--- src/synapse_pkg.sv ---
package synapse_pkg;

    // data, address and instruction word.
    typedef logic [15:0] word_t;

    // register index from instruction bits 11..8.
    typedef logic [3:0] reg_idx_t;

    // immediate from instruction bits 7..0.
    typedef logic [7:0] imm_t;

    // opcode from instruction bits 15..12.
    // codes without a member run as a no-op.
    typedef enum logic [3:0] {
        OP_LDI  = 4'h1,
        OP_ADDI = 4'h2,
        OP_LDA  = 4'h3,
        OP_ADD  = 4'h4,
        OP_STA  = 4'h5,
        OP_JMP  = 4'h6,
        OP_JNZ  = 4'h7,
        OP_HALT = 4'hf
    } opcode_t;

    typedef enum logic [1:0] {
        FETCH,
        EXECUTE,
        HALTED
    } core_state_t;

    typedef enum logic [1:0] {
        IDLE,
        WRITE,
        DONE
    } visor_state_t;

    // address of the completion record.
    localparam word_t HALT_ADDR = 16'hffff;

endpackage

--- src/target_if.sv ---
`timescale 1ns/100ps

interface target_if import synapse_pkg::*; ();

    word_t code_addr;
    word_t code_in;
    logic  code_ready;
    logic  peek_load;
    word_t store_data;
    word_t exec_pc;
    logic  halted;

    modport core (
        output code_addr, peek_load, store_data, exec_pc, halted,
        input  code_in, code_ready
    );

    modport visor (
        input  code_addr, peek_load, store_data, exec_pc, halted,
        output code_in, code_ready
    );

endinterface

--- src/code_rom.sv ---
`timescale 1ns/100ps

module code_rom import synapse_pkg::*; (
    input  word_t addr,
    output word_t data
);

    // r1 holds the addend, r2 the loop count and r3 the loop counter.
    // the running sum lives in the peek register r7 and the final sum in r0.
    always_comb begin
        case (addr)
            // copy the loop count into the counter.
            16'h0000: data = {OP_LDA, 4'd2, 8'h00};
            16'h0001: data = {OP_STA, 4'd3, 8'h00};

            // the loop body adds the addend to the sum held in the peek register.
            16'h0002: data = {OP_LDA, 4'd7, 8'h00};
            16'h0003: data = {OP_ADD, 4'd1, 8'h00};
            16'h0004: data = {OP_STA, 4'd7, 8'h00};

            // count down and repeat while nonzero.
            16'h0005: data = {OP_LDA, 4'd3, 8'h00};
            16'h0006: data = {OP_ADDI, 4'd0, 8'hff};
            16'h0007: data = {OP_STA, 4'd3, 8'h00};
            16'h0008: data = {OP_JNZ, 4'd0, 8'h02};

            // publish the final sum and stop.
            16'h0009: data = {OP_LDA, 4'd7, 8'h00};
            16'h000a: data = {OP_STA, 4'd0, 8'h00};
            16'h000b: data = {OP_HALT, 4'd0, 8'h00};

            // anything past the program stops the target.
            default:  data = {OP_HALT, 4'd0, 8'h00};
        endcase
    end

endmodule

--- src/synapse_core.sv ---
`timescale 1ns/100ps

module synapse_core import synapse_pkg::*; #(
    parameter int num_regs = 8
) (
    input  logic                sysclk,
    input  logic                rst_n,
    target_if.core              bus,
    input  word_t               r [num_regs-1],
    input  word_t               peek_data,
    output logic [num_regs-2:0] r_read,
    output logic [num_regs-2:0] r_load,
    output word_t               r_load_data
);

    // the top register index belongs to the supervisor.
    localparam int peek_idx = num_regs - 1;

    core_state_t state;
    word_t       pc;
    word_t       acc;
    word_t       ir;
    word_t       exec_pc;

    opcode_t     op;
    reg_idx_t    idx;
    imm_t        imm;
    word_t       imm_sext;
    word_t       src_val;
    logic        executing;
    logic        is_peek;
    logic        fetch_done;

    // instruction fields.
    assign op       = opcode_t'(ir[15:12]);
    assign idx      = ir[11:8];
    assign imm      = ir[7:0];
    assign imm_sext = {{8{imm[7]}}, imm};

    assign executing  = (state == EXECUTE);
    assign is_peek    = (idx == reg_idx_t'(peek_idx));
    assign fetch_done = (state == FETCH) && bus.code_ready;

    // operand select and register file strobes.
    // indices above the peek register read as zero and strobe nothing.
    always_comb begin
        src_val = '0;
        r_read  = '0;
        r_load  = '0;
        if (is_peek) begin
            src_val = peek_data;
        end
        for (int i = 0; i < peek_idx; i++) begin
            if (idx == reg_idx_t'(i)) begin
                src_val   = r[i];
                r_read[i] = executing && (op == OP_LDA || op == OP_ADD);
                r_load[i] = executing && (op == OP_STA);
            end
        end
    end

    assign r_load_data = acc;

    // supervisor side.
    assign bus.code_addr  = pc;
    assign bus.exec_pc    = exec_pc;
    assign bus.store_data = acc;
    assign bus.peek_load  = executing && (op == OP_STA) && is_peek;
    assign bus.halted     = (state == HALTED);

    // sequencer and datapath.
    always_ff @(posedge sysclk or negedge rst_n) begin
        if (!rst_n) begin
            state <= FETCH;
            pc    <= '0;
            acc   <= '0;
        end else begin
            case (state)
                FETCH: begin
                    // wait here while the supervisor withholds code.
                    if (bus.code_ready) begin
                        pc    <= pc + 16'd1;
                        state <= EXECUTE;
                    end
                end

                EXECUTE: begin
                    state <= FETCH;
                    case (op)
                        OP_LDI: begin
                            acc <= {8'h00, imm};
                        end
                        OP_ADDI: begin
                            acc <= acc + imm_sext;
                        end
                        OP_LDA: begin
                            acc <= src_val;
                        end
                        OP_ADD: begin
                            acc <= acc + src_val;
                        end
                        OP_JMP: begin
                            pc <= {8'h00, imm};
                        end
                        OP_JNZ: begin
                            if (acc != '0) begin
                                pc <= {8'h00, imm};
                            end
                        end
                        OP_HALT: begin
                            state <= HALTED;
                        end
                        // STA only strobes; other codes do nothing.
                        default: begin
                        end
                    endcase
                end

                default: begin
                    state <= HALTED;
                end
            endcase
        end
    end

    // instruction register and the address it came from.
    always_ff @(posedge sysclk) begin
        if (fetch_done) begin
            ir      <= bus.code_in;
            exec_pc <= pc;
        end
    end

endmodule

--- src/debug_visor.sv ---
`timescale 1ns/100ps

module debug_visor import synapse_pkg::*; #(
    parameter int num_regs = 8
) (
    input  logic    sysclk,
    input  logic    rst_n,
    target_if.visor bus,
    input  word_t   rom_data,
    output word_t   peek_data,
    output word_t   av_address,
    output word_t   av_writedata,
    output logic    av_write,
    input  logic    av_waitrequest
);

    visor_state_t state;
    logic         halted_q;
    logic         halt_rise;
    logic         xfer_done;

    assign halt_rise = bus.halted && !halted_q;

    // avalon transfer ends on write with no wait.
    assign av_write  = (state == WRITE);
    assign xfer_done = av_write && !av_waitrequest;

    // code passes straight from the ROM.
    // fetches are held off while a record is outstanding.
    assign bus.code_in    = rom_data;
    assign bus.code_ready = (state == IDLE);

    always_ff @(posedge sysclk or negedge rst_n) begin
        if (!rst_n) begin
            state     <= IDLE;
            halted_q  <= 1'b0;
            peek_data <= '0;
        end else begin
            halted_q <= bus.halted;

            if (bus.peek_load) begin
                peek_data <= bus.store_data;
            end

            case (state)
                IDLE: begin
                    if (bus.peek_load || halt_rise) begin
                        state <= WRITE;
                    end
                end

                WRITE: begin
                    // the halt record is the last one.
                    if (xfer_done) begin
                        state <= bus.halted ? DONE : IDLE;
                    end
                end

                default: begin
                    state <= DONE;
                end
            endcase
        end
    end

    // record contents stay steady until the transfer completes.
    always_ff @(posedge sysclk) begin
        if (state == IDLE) begin
            if (bus.peek_load) begin
                av_address   <= bus.exec_pc;
                av_writedata <= bus.store_data;
            end else if (halt_rise) begin
                av_address   <= HALT_ADDR;
                av_writedata <= bus.exec_pc;
            end
        end
    end

endmodule

--- src/supervised_synapse.sv ---
`timescale 1ns/100ps

module supervised_synapse import synapse_pkg::*; #(
    parameter int num_regs = 8
) (
    input  logic                sysclk,
    input  logic                rst_n,

    // external register file without the peek register.
    input  word_t               r [num_regs-1],
    output logic [num_regs-2:0] r_read,
    output logic [num_regs-2:0] r_load,
    output word_t               r_load_data,

    // avalon-mm master for trace and completion records.
    output word_t               av_address,
    output word_t               av_writedata,
    output logic                av_write,
    input  logic                av_waitrequest
);

    target_if tgt ();

    word_t rom_data;
    word_t peek_data;

    code_rom rom (
        .addr (tgt.code_addr),
        .data (rom_data)
    );

    synapse_core #(
        .num_regs (num_regs)
    ) target (
        .sysclk      (sysclk),
        .rst_n       (rst_n),
        .bus         (tgt.core),
        .r           (r),
        .peek_data   (peek_data),
        .r_read      (r_read),
        .r_load      (r_load),
        .r_load_data (r_load_data)
    );

    debug_visor #(
        .num_regs (num_regs)
    ) visr (
        .sysclk         (sysclk),
        .rst_n          (rst_n),
        .bus            (tgt.visor),
        .rom_data       (rom_data),
        .peek_data      (peek_data),
        .av_address     (av_address),
        .av_writedata   (av_writedata),
        .av_write       (av_write),
        .av_waitrequest (av_waitrequest)
    );

endmodule

--- config.mk ---
export PLATFORM = sky130hd
export DESIGN_NAME = supervised_synapse
export DESIGN_NICKNAME = d
export VERILOG_FILES = /design/src/synapse_pkg.sv /design/src/target_if.sv /design/src/code_rom.sv /design/src/synapse_core.sv /design/src/debug_visor.sv /design/src/supervised_synapse.sv
export SDC_FILE = /design/constraint.sdc
export NUM_CORES = 1
export LEC_CHECK = 0
export BUFFER_PORTS_ARGS = -buffer_cell sky130_fd_sc_hd__buf_2
export CORE_UTILIZATION = 54
export CTS_CLUSTER_DIAMETER = 120
export DETAILED_ROUTE_END_ITERATION = 8
export HOLD_SLACK_MARGIN = 0.05
export PLACE_DENSITY = 0.89
export SYNTH_ARGS = -nofsm -noshare
export SYNTH_HDL_FRONTEND = slang
export SYNTH_SLANG_ARGS = --single-unit
--- constraint.sdc ---
create_clock -name sysclk -period 5.35 [get_ports sysclk]
set_input_delay 1.07 -clock sysclk [delete_from_list [all_inputs] [get_ports sysclk]]
set_output_delay 1.07 -clock sysclk [all_outputs]
set_load 0.03 [all_outputs]
# Word level (Yosys, flattened, before mapping)
# Memory sizes are Yosys's and may differ from the RTL's. A register that Yosys moved wholly into a read port is not among the register bits.
# Index checks and enable logic that the tools add are counted.
# W data, S select, Z words.
word_totals:
  register_bits: 117
  latch_bits: 0
  ramBits: 0
  rom_bits: 240
  in_bits: 115
  out_inout_bits: 63
  word_cells: 98
  n_memories: 1
memory_table:
  columns: ["memory", "depth", "width", "rd", "rd_clocked_by_memory_dff", "write_ports", "line_no", "rtl"]
  rows:
  - ["(name not given)", 16, 15, 1, 1, 0, "code_rom.sv:11", "case (addr)"]
op_classes:
  n_addsub: 3
  multipliers: 0
  n_div: 0
  order_cmp: 0
  eq_ne: 23
  n_shift: 0
  muxes: 38
  bitwise_logic: 0
  reduce_logical: 23
ops:
  columns: ["cell", "count"]
  rows:
  - ["$mux W16", 14]
  - ["$pmux W16 S2", 2]
  - ["$pmux W16 S4", 1]
  - ["$add A16 B16 Y16", 2]
  - ["$eq A4 B3 Y1 const B", 8]
  - ["$add A16 B1 Y16 const B", 1]
  - ["$eq A4 B2 Y1 const B", 4]
  - ["$reduce_bool A16 Y1", 1]
  - ["$mux W1", 14]
  - ["$logic_not A12 Y1", 1]
  - ["$mux W2", 5]
  - ["$eq A4 B1 Y1 const B", 2]
  - ["$pmux W2 S2", 2]
  - ["$logic_and A1 B1 Y1", 6]
  - ["$ne A3 B3 Y1 const B", 2]
  - ["$reduce_and A2 Y1", 3]
  - ["$eq A2 B1 Y1 const B", 2]
  - ["$eq A4 B4 Y1 const B", 1]
  - ["$logic_not A2 Y1", 2]
  - ["$logic_not A4 Y1", 1]
  - ["$ne A2 B1 Y1 const B", 2]
  - ["$reduce_and A4 Y1", 1]
  - ["$reduce_bool A2 Y1", 2]
  - ["$reduce_bool A4 Y1", 1]
  - ["other kinds (4)", 7]

# Logic depth before layout (Yosys ltp)
# Gate-level depths: netlist of the first run.
logic_depth:
  ltp_word: 11
  mapped_depth: 18
  depth_no_buf: 16

# Hierarchy
# Synthesis of the first run repeated with hierarchy kept, for this count alone.
unflattened:
  hier_cells: 800
  hier_area_um2: 7495.9
modules_own_cells:
  columns: ["module", "n_inst", "cells_each", "area_per_inst_um2", "seq_area_each_um2"]
  rows:
  - ["synapse_core", 1, 572, 5039.8, 1811.7]
  - ["debug_visor", 1, 179, 2075.7, 1436.4]
  - ["code_rom", 1, 49, 380.4, 0.0]

# Worst setup path before layout of the first run
# Ideal clock, no wire load.
synth_path:
  kind: "reg-to-reg"
  startpoint: "reg target.state[1]"
  endpoint: "reg visr.av_address[0] (enable)"
  setup_time_ns: 0.461
  arrival_ns: 3.497
  required_time_ns: 4.889
  setup_slack_ns: 1.392
  stages_incl_launch_ff: 7
  path_buffers: 0
  period_less_slack_ns: 3.958
  cell_sequence: "dfrtp_1 -> nand2b_4 -> nor2_4 -> nand3_1 -> nor2_1 -> a21oi_1 -> nor3_1"
synth_between:
  elab_chain_len: 5
  word_cells_on_any_way: 7
  classes_between: "eq/ne: 2; reduce/logical: 5"
synth_lines:
  columns: ["element", "line_no", "rtl"]
  rows:
  - ["start, declared", "synapse_core.sv:19", "core_state_t state;"]
  - ["start signal, assigned", "synapse_core.sv:74", "state <= FETCH;"]
  - ["start signal, assigned", "synapse_core.sv:83", "state <= EXECUTE;"]
  - ["start signal, assigned", "synapse_core.sv:88", "state <= FETCH;"]
  - ["$eq A2 B1 Y1", "synapse_core.sv:40", "assign executing = (state == EXECUTE);"]
  - ["$logic_and A1 B1 Y1 (2 in series)", "synapse_core.sv:68", "assign bus.peek_load = executing && (op == OP_STA) && is_peek;"]
  - ["$reduce_bool A2 Y1 (no line) (*)", null, null]
  - ["$reduce_and A2 Y1 (no line) (*)", null, null]
  - ["end signal, assigned", "debug_visor.sv:70", "av_address <= bus.exec_pc;"]
  - ["end, declared", "debug_visor.sv:11", "output word_t av_address,"]
# Every way passes the cells marked *; elsewhere a longest branch is shown, timed or not.
# A chain may end at the register's enable or synchronous reset.

# Worst setup path after layout of the first run
layout_path:
  startpoint: "reg target.ir[9]"
  endpoint: "reg target.acc[14], in the netlist target.bus.store_data[14]"
layout_between:
  elab_chain_len: 11
  word_cells_on_any_way: 18
  classes_between: "add/sub: 1; eq/ne: 7; mux: 9; reduce/logical: 1"
layout_lines:
  columns: ["element", "line_no", "rtl"]
  rows:
  - ["start, declared", "synapse_core.sv:22", "word_t ir;"]
  - ["$eq A4 B3 Y1", "synapse_core.sv:41", "assign is_peek = (idx == reg_idx_t'(peek_idx));"]
  - ["$mux W16", "synapse_core.sv:50", "if (is_peek) begin"]
  - ["$mux W16 (6 in series)", "synapse_core.sv:54", "if (idx == reg_idx_t'(i)) begin"]
  - ["$mux W16 (*)", "synapse_core.sv:54", null]
  - ["$add A16 B16 Y16", "synapse_core.sv:100", "acc <= acc + src_val;"]
  - ["$pmux W16 S4 (*)", "synapse_core.sv:89", "case (op)"]
  - ["end signal, assigned", "synapse_core.sv:91", "acc <= {8'h00, imm};"]
  - ["end signal, assigned", "synapse_core.sv:94", "acc <= acc + imm_sext;"]
  - ["end signal, assigned", "synapse_core.sv:100", null]
  - ["end, declared", "synapse_core.sv:21", "word_t acc;"]
# Marks and branches as above.

==> results of run 1 <==
-- logic make-up (layout without fill, tap and decap cells) --
kind of cell / after synthesis / after routing / synth area share
and+or+nand+nor: 286 / 286 / 0.195
AOI/OAI and AO/OA: 208 / 208 / 0.202
DFF: 110 / 110 / 0.436
buffers and inverters: 63 / 226 / 0.0375
adders and majority gates: 27 / 27 / 0.0496
muxes: 25 / 25 / 0.0519
xor gates and xnor gates: 22 / 22 / 0.0276
-- stage by stage --
step	std cells	setup WS (ps)	instance area, µm²
after floorplan	741	1390	6970
final	1076	741	8270
after global placement	1060	993	7990
after CTS	1076	865	8270
after global routing	1076	488	8270
after detailed placement	1060	882	7990
-- sequential cells by signal, summed over array words and instances, names as in the netlist --
register / cells
target.bus.code_addr: 16
target.bus.exec_pc: 16
target.bus.store_data: 16
visr.av_address: 16
visr.av_writedata: 16
visr.peek_data: 16
target.ir: 9
target.state: 2
visr.state: 2
visr.halted_q: 1
-- how the worst max path moves through the flow --
stage	endpoint	from	cells past startpoint
4_1_cts	target.bus.store_data[14]	target.ir[9]	15
3_3_place_gp	target.bus.store_data[14]	target.ir[9]	15
2_1_floorplan	visr.av_address[0]	target.state[1]	6
5_1_grt	target.bus.store_data[14]	target.ir[9]	15
6_report	target.bus.store_data[14]	target.ir[9]	15
3_5_place_dp	target.bus.store_data[14]	target.ir[9]	15
-- final cells by class --
class,instances,share of cell area
multi-input cells,568,0.444
flip-flops and latches,110,0.367
repair buffers,190,0.119
clock buffers,10,0.0277
well taps,172,0.0260
inverters,20,0.00908
clock inverters,6,0.00651
-- synth_stat cells, types with 8 or more instances --
cell type,count
a21o_1,9
a21oi_1,62
a22oi_1,10
and2_1,8
and3_1,10
buf_2,11
clkbuf_1,28
dfrtp_1,53
edfxtp_1,57
ha_1,26
inv_1,20
mux2_2,9
mux2i_1,8
mux4_2,8
nand2_1,118
nand3_1,15
nor2_1,53
nor3_1,21
nor4_1,8
o21a_1,17
o21ai_0,24
o22ai_1,15
o31ai_1,10
or3_1,24
xnor2_1,14
xor2_1,8
-- cells in the final DEF, fill, tap and decap left out, types with 7 or more instances in the layout --
cell       instances
mux4_2             8
buf_4             13
nor3_1            20
a21o_1             9
nor2_1            53
or3_1             24
clkbuf_16          9
a211oi_1           7
nand2_1          118
nand2b_1           7
a21oi_1           62
o31ai_1           10
nor4_1             8
a22oi_1           10
inv_1             20
buf_2            177
dfrtp_1           53
and2_1             8
mux2i_1            8
and3_1            10
o22ai_1           15
nand3_1           15
mux2_2             9
xnor2_1           14
edfxtp_1          57
xor2_1             8
o21ai_0           24
o21a_1            17
ha_1              26
-- worst max-delay path: stages, from the launching register on --
cell,delay [ps]
edfxtp_1,720
buf_4,420
nand2_1,360
a21oi_1,240
o32ai_1,120
o31ai_1,250
ha_1,240
inv_1,60
fa_1,380
and3b_1,240
o2111ai_1,200
a221oi_1,450
a31oi_1,140
o41ai_1,370
o211ai_1,130
o21a_1,140
-- metal layers --
metal / vias to the layer above / share of wire
li1: 3065 / -
met1: 3180 / 0.37
met2: 509 / 0.46
met3: 103 / 0.11
met4: 0 / 0.057
met5: - / 0
-- report_power, final --
| group | internal [µW] | switching [µW] |
|---|---|---|
| Sequential | 1020 | 207 |
| Combinational | 412 | 611 |
| Clock | 325 | 320 |
==> out/qor.csv, run 1 <==
metric,value,unit
status,completed,
drt first pass iters,6,
Worst IR Drop VDD,0.229,mV
total gr overflow,0,
drt drc,0,
met1 usage,0.428,
Synthesized Nets,883,
Slew @ Worst Pin,921,ps
sequential element share of the synthesized area,0.436,
synthesis warning total,0,
number of flops mapped to enable cells by yosys,57,
row cnt,41,
RSZ-0062 raised after global routing,no,
syn_area_per_cell,9.41,µm²
final core occ,0.655,
Max Slew Vio Count,0,
Total Power,2890,µW
proportion of netlist area held by the largest area contributor,0.246,
port buffer count,177,
Top Ports,178,
Final nets,1041,
initial antenna violation count,0,
RePlAce Congestion,1.03,
Syn Inst Count,741,
max frequency,0.217,GHz
post-synth cell types,68,
largest net degree at the start of global routing,54,
DR vias,6857,
DRT antenna net count,0,
setup TNS,0,ps
R2R Setup Slk,740,ps
Area Growth Syn to Fin,18.7,%
first-pass GRT wire length,33.3,mm
DRT iter0 DRCs,977,
CP Capture Type,flip-flop,
cell area after synthesis,0.00697,mm²
hold endpoint,visr.peek_data[2],
Crit Path Category,reg -> reg,
synthesized flop and latch total,110,
chip width,116,µm
Fill cells,993,
worst clock skew,6.54,ps
P per Cell Area,350,mW/mm²
CP max FO,34,
required time of the critical path,5590,ps
Synth area leaders,"edfxtp_1 (25%), dfrtp_1 (19%), nand2_1 (6.4%)",
crit start category,flip-flop,
H-tree levels,3,
sequential cell area,0.00304,mm²
"Min Clock Period, post-route",4610,ps
worst r2r src,target.ir[9],
"Hold-fix buffers, CTS",0,
WL final,22.1,mm
die area,0.0134,mm²
CTS root buffer,clkbuf_16,
Clock Sinks,110,
grt peak-use layer,met2,
clock slew at reported path FFs,70,ps
met2 usage,0.533,
hpwl dp,16.2,mm
max-cap violations,0,
wire per inst,20.5,µm
total CTS buffers,9,
Total Routing Usage GR,0.339,
worst endpoint data arrival time,4850,ps
deepest clock path buffer count,2,
# resized after CTS,0,
ys async rst share,0.482,
Placeable Area,0.0126,mm²
Initial Util,0.552,
share of cells above drive strength 1,0.261,
met3 global-route usage,0.0853,
depth of the worst register-to-register path,15,
worst rel slew slack,0.384,
final hold vios,0,
setup bufs post-CTS,0,
clock latency on the worst-skew pair,350,ps
Die Y,116,µm
Static Leak,0.00359,µW
Worst R2R End,target.bus.store_data[14],
hold slack,499,ps
final setup violation count,0,
vias per inst,6.37,
ant diodes,0,
Tcrit/Tclk final,0.861,
top_reg_cell synth,edfxtp_1,
Hold Path Stages,2,
vias in the first global route,6222,
Hold Startpoint,visr.peek_data[2],
cell taking the most area after synthesis,edfxtp_1,
TritonCTS clock tree,built,
area taken by multi-input logic gates,0.00367,mm²
Hold WC Path Type,reg -> reg,
Power figures use the tool's default switching activity.
==> inputs of run 2 (changes only) <==
- PLACE_DENSITY: 0.89 -> 0.81
==> out/qor.csv, run 2 (same netlist as run 1, synthesis figures left out) <==
metric,value,unit
CP max FO,22,
Max Slew Vio Count,0,
Hold Startpoint,visr.peek_data[10],
row cnt,41,
wire per inst,20.3,µm
Setup WS post-layout,715,ps
Clock Sinks,110,
initial antenna violation count,0,
"Min Clock Period, post-route",4630,ps
vias per inst,6.18,
max frequency,0.216,GHz
DR vias,6641,
Static Leak,0.00359,µW
worst clock skew,9.18,ps
first-pass GRT wire length,32.3,mm
die area,0.0134,mm²
CP Capture Type,flip-flop,
clock slew at reported path FFs,70,ps
R2R Setup Slk,720,ps
worst rel slew slack,0.323,
DRT antenna net count,0,
worst r2r src,target.ir[9],
hold slack,485,ps
required time of the critical path,5590,ps
hpwl dp,16.6,mm
ant diodes,0,
"Hold-fix buffers, CTS",0,
worst endpoint data arrival time,4880,ps
Crit Path Category,reg -> reg,
TritonCTS clock tree,built,
setup TNS,0,ps
Hold WC Path Type,reg -> reg,
CTS root buffer,clkbuf_16,
Hold Path Stages,2,
P per Cell Area,351,mW/mm²
Worst IR Drop VDD,0.202,mV
chip width,116,µm
largest net degree at the start of global routing,54,
Initial Util,0.552,
Total Routing Usage GR,0.328,
max-cap violations,0,
DP Worst Slack,759,ps
final hold vios,0,
placed cells,1059,
port buffer count,177,
setup bufs post-CTS,0,
WL final,21.8,mm
Placeable Area,0.0126,mm²
clock latency on the worst-skew pair,350,ps
RePlAce Congestion,0.958,
total CTS buffers,9,
Area Growth Syn to Fin,18.8,%
most frequent cells in the layout,"buf_2 (177), nand2_1 (118), a21oi_1 (62)",
depth of the worst register-to-register path,16,
Slew @ Worst Pin,1010,ps
"commonest non-fill, non-tap cell in the layout",buf_2,
Finished Layout Cells,1075,
hold endpoint,visr.peek_data[10],
status,completed,
H-tree levels,3,
drt drc,0,
drt first pass iters,5,
Top Ports,178,
Worst R2R End,target.bus.store_data[14],
vias in the first global route,6062,
final setup violation count,0,
# resized after CTS,0,
deepest clock path buffer count,2,
Tcrit/Tclk final,0.866,
RSZ-0062 raised after global routing,no,
crit start category,flip-flop,
Die Y,116,µm
DRT iter0 DRCs,836,
Final nets,1040,
total gr overflow,0,
share of cells above drive strength 1,0.259,
## run 2: layout make-up
cell class / count / area [µm²]
fill: 1026 / 4340
multi-input combinational: 568 / 3670
sequential: 110 / 3040
timing repair buffer: 189 / 976
clock buffer: 10 / 229
tap: 172 / 215
inverter: 20 / 75.1
clock inverter: 6 / 70.1
## run 2: per-stage QoR
stage	util	instance area (µm²)	total power [µW]
after floorplan	-	6970	1900
after global placement	0.632	7980	2200
after detailed placement	0.632	7980	2210
after CTS	0.656	8280	2890
after global routing	0.656	8280	3050
final	0.656	8280	2910
## run 2: where the power goes
part | total (µW) | leakage [µW] | internal [µW] | switching, µW
sequential | 1220 | 0.00115 | 1020 | 202
clock | 681 | 0.000143 | 368 | 313
combinational | 1010 | 0.00230 | 412 | 594
## run 2: worst max path at each step
stage	start	endpoint	slack [ps]	depth (start not counted)
3_5_place_dp	target.ir[9]	target.bus.store_data[14]	760	16
3_3_place_gp	target.ir[9]	target.bus.store_data[14]	920	16
2_1_floorplan	target.state[1]	visr.av_address[0]	1390	6
4_1_cts	target.ir[9]	target.bus.store_data[14]	770	16
5_1_grt	target.ir[9]	target.bus.store_data[14]	350	16
6_report	target.ir[9]	target.bus.store_data[14]	720	16
## run 2: worst max-delay path: stages, from the launching register on
cell       delay, ps
edfxtp_1         760
nor2_1           530
a22o_1           200
a22oi_1          110
a21oi_1          190
o32ai_1          120
o31ai_1          210
ha_1             230
inv_1             60
fa_1             390
and3b_1          260
o2111ai_1        210
a221oi_1         470
a31oi_1          140
o41ai_1          370
o211ai_1         130
o21a_1           140
## run 2: routing by layer
metal / vias to the layer above / track usage / share of wire
met4: 0 / 0.132 / 0.035
li1: 3058 / - / -
met3: 59 / 0.0455 / 0.088
met2: 413 / 0.553 / 0.49
met1: 3111 / 0.429 / 0.39
met5: - / 0 / 0
==> inputs of run 3 (changes only) <==
==> constraint.sdc (replaced) <==
create_clock -name sysclk -period 4.3 [get_ports sysclk]
set_input_delay 0.86 -clock sysclk [delete_from_list [all_inputs] [get_ports sysclk]]
set_output_delay 0.86 -clock sysclk [all_outputs]
set_load 0.02 [all_outputs]
==> out/qor.csv, run 3 (same netlist as run 1, synthesis figures left out) <==
metric,value,unit
status,completed,
"commonest non-fill, non-tap cell in the layout",buf_2,
worst rel slew slack,0.237,
hold slack,494,ps
deepest clock path buffer count,2,
max frequency,0.249,GHz
Static Leak,0.00369,µW
clock slew at reported path FFs,80,ps
final hold vios,0,
required time of the critical path,4540,ps
max-cap violations,0,
depth of the worst register-to-register path,14,
crit path to,target.bus.store_data[14],
DRT iter0 DRCs,712,
Hold WC Path Type,reg -> reg,
placed cells,1075,
Top Ports,178,
largest net degree at the start of global routing,33,
Final nets,1057,
Area Growth Syn to Fin,21.1,%
Clock Sinks,110,
Placeable Area,0.0126,mm²
vias in the first global route,5983,
Die Y,116,µm
Crit Path Category,reg -> reg,
drt first pass iters,5,
Finished Layout Cells,1092,
Setup crit start,target.ir[9],
port buffer count,177,
Max Slew Vio Count,0,
RePlAce Congestion,0.994,
chip width,116,µm
DRT antenna net count,0,
Worst IR Drop VDD,0.336,mV
row cnt,41,
vias per inst,6.12,
H-tree levels,3,
wire per inst,20.2,µm
total gr overflow,0,
worst clock skew,5.53,ps
ant diodes,0,
final instance area,0.00844,mm²
setup TNS,0,ps
CP max FO,13,
Total Routing Usage GR,0.331,
die area,0.0134,mm²
Total Power,3660,µW
WL final,22.1,mm
"Hold-fix buffers, CTS",0,
initial antenna violation count,0,
placed cell areas,0.00810,mm²
Initial Util,0.552,
"Min Clock Period, post-route",4020,ps
most frequent cells in the layout,"buf_2 (177), nand2_1 (117), a21oi_1 (62)",
hpwl dp,16.9,mm
worst endpoint data arrival time,4260,ps
P per Cell Area,433,mW/mm²
TritonCTS clock tree,built,
Worst R2R End,target.bus.store_data[14],
Fill cells,1022,
RSZ-0062 raised after global routing,no,
drt drc,0,
DR vias,6683,
Tcrit/Tclk final,0.934,
CP Capture Type,flip-flop,
clock latency on the worst-skew pair,350,ps
final setup violation count,0,
first-pass GRT wire length,32.6,mm
share of cells above drive strength 1,0.279,
total CTS buffers,9,
CTS root buffer,clkbuf_16,
Slew @ Worst Pin,1140,ps
crit start category,flip-flop,
worst r2r src,target.ir[9],
R2R Setup Slk,280,ps
## run 3: how the worst min path moves through the flow
stage	from	to	slack, ps	depth (start not counted)
floorplan	target.bus.code_addr[2]	target.bus.exec_pc[2]	420	0
global placement	visr.peek_data[11]	visr.peek_data[11]	460	2
detailed placement	visr.peek_data[11]	visr.peek_data[11]	460	2
CTS	visr.peek_data[4]	visr.peek_data[4]	490	2
global route	visr.peek_data[4]	visr.peek_data[4]	520	2
finish	visr.peek_data[4]	visr.peek_data[4]	490	2
## run 3: repair_timing
| action | CTS | global route |
|---|---|---|
| resized for setup | 0 | 4 |
| endpoints found under the setup margin | 0 | 1 |
| setup buffers | 0 | 1 |
| hold endpoints to repair | 0 | 0 |
## run 3: area by class of cell
cell class	instances	area, µm²	share of cell area
repair buffers	206	1100	0.131
clock buffers	9	225	0.0267
inverters	20	75.1	0.00889
flip-flops and latches	110	3040	0.360
multi-input cells	568	3690	0.438
well taps	172	215	0.0255
clock inverters	7	91.3	0.0108
## run 3: critical path, cell delays in order (launching register included)
cell and delay [ps]:
edfxtp_1 460, buf_4 240, mux2_2 350, a22oi_1 280, a21oi_1 120, o32ai_1 360, o31ai_1 140, ha_1 330
and3b_1 180, o2111ai_1 230, a221oi_2 410, a31oi_1 130, o41ai_1 400, o211ai_1 140, o21a_1 140
## run 3: power by group
group	internal, µW	switching, µW	total, µW	leakage (µW)
clock network	469	414	883	0.000157
logic	537	728	1270	0.00238
registers	1270	242	1510	0.00115
## run 3: per-layer routing
layer	part of all wire	vias to the layer above	GRT usage
li1	-	3092	-
met1	0.40	3151	0.421
met2	0.48	375	0.565
met3	0.076	65	0.0450
met4	0.044	0	0.150
met5	0	-	0
## run 3: metrics by stage
| step | worst slack [ps] | utilization |
|---|---|---|
| finish | 284 | 0.669 |
| global route | 2.57 | 0.669 |
| floorplan | 342 | - |
| CTS | 161 | 0.667 |
| detailed placement | 55.0 | 0.642 |
| global placement | 187 | 0.642 |
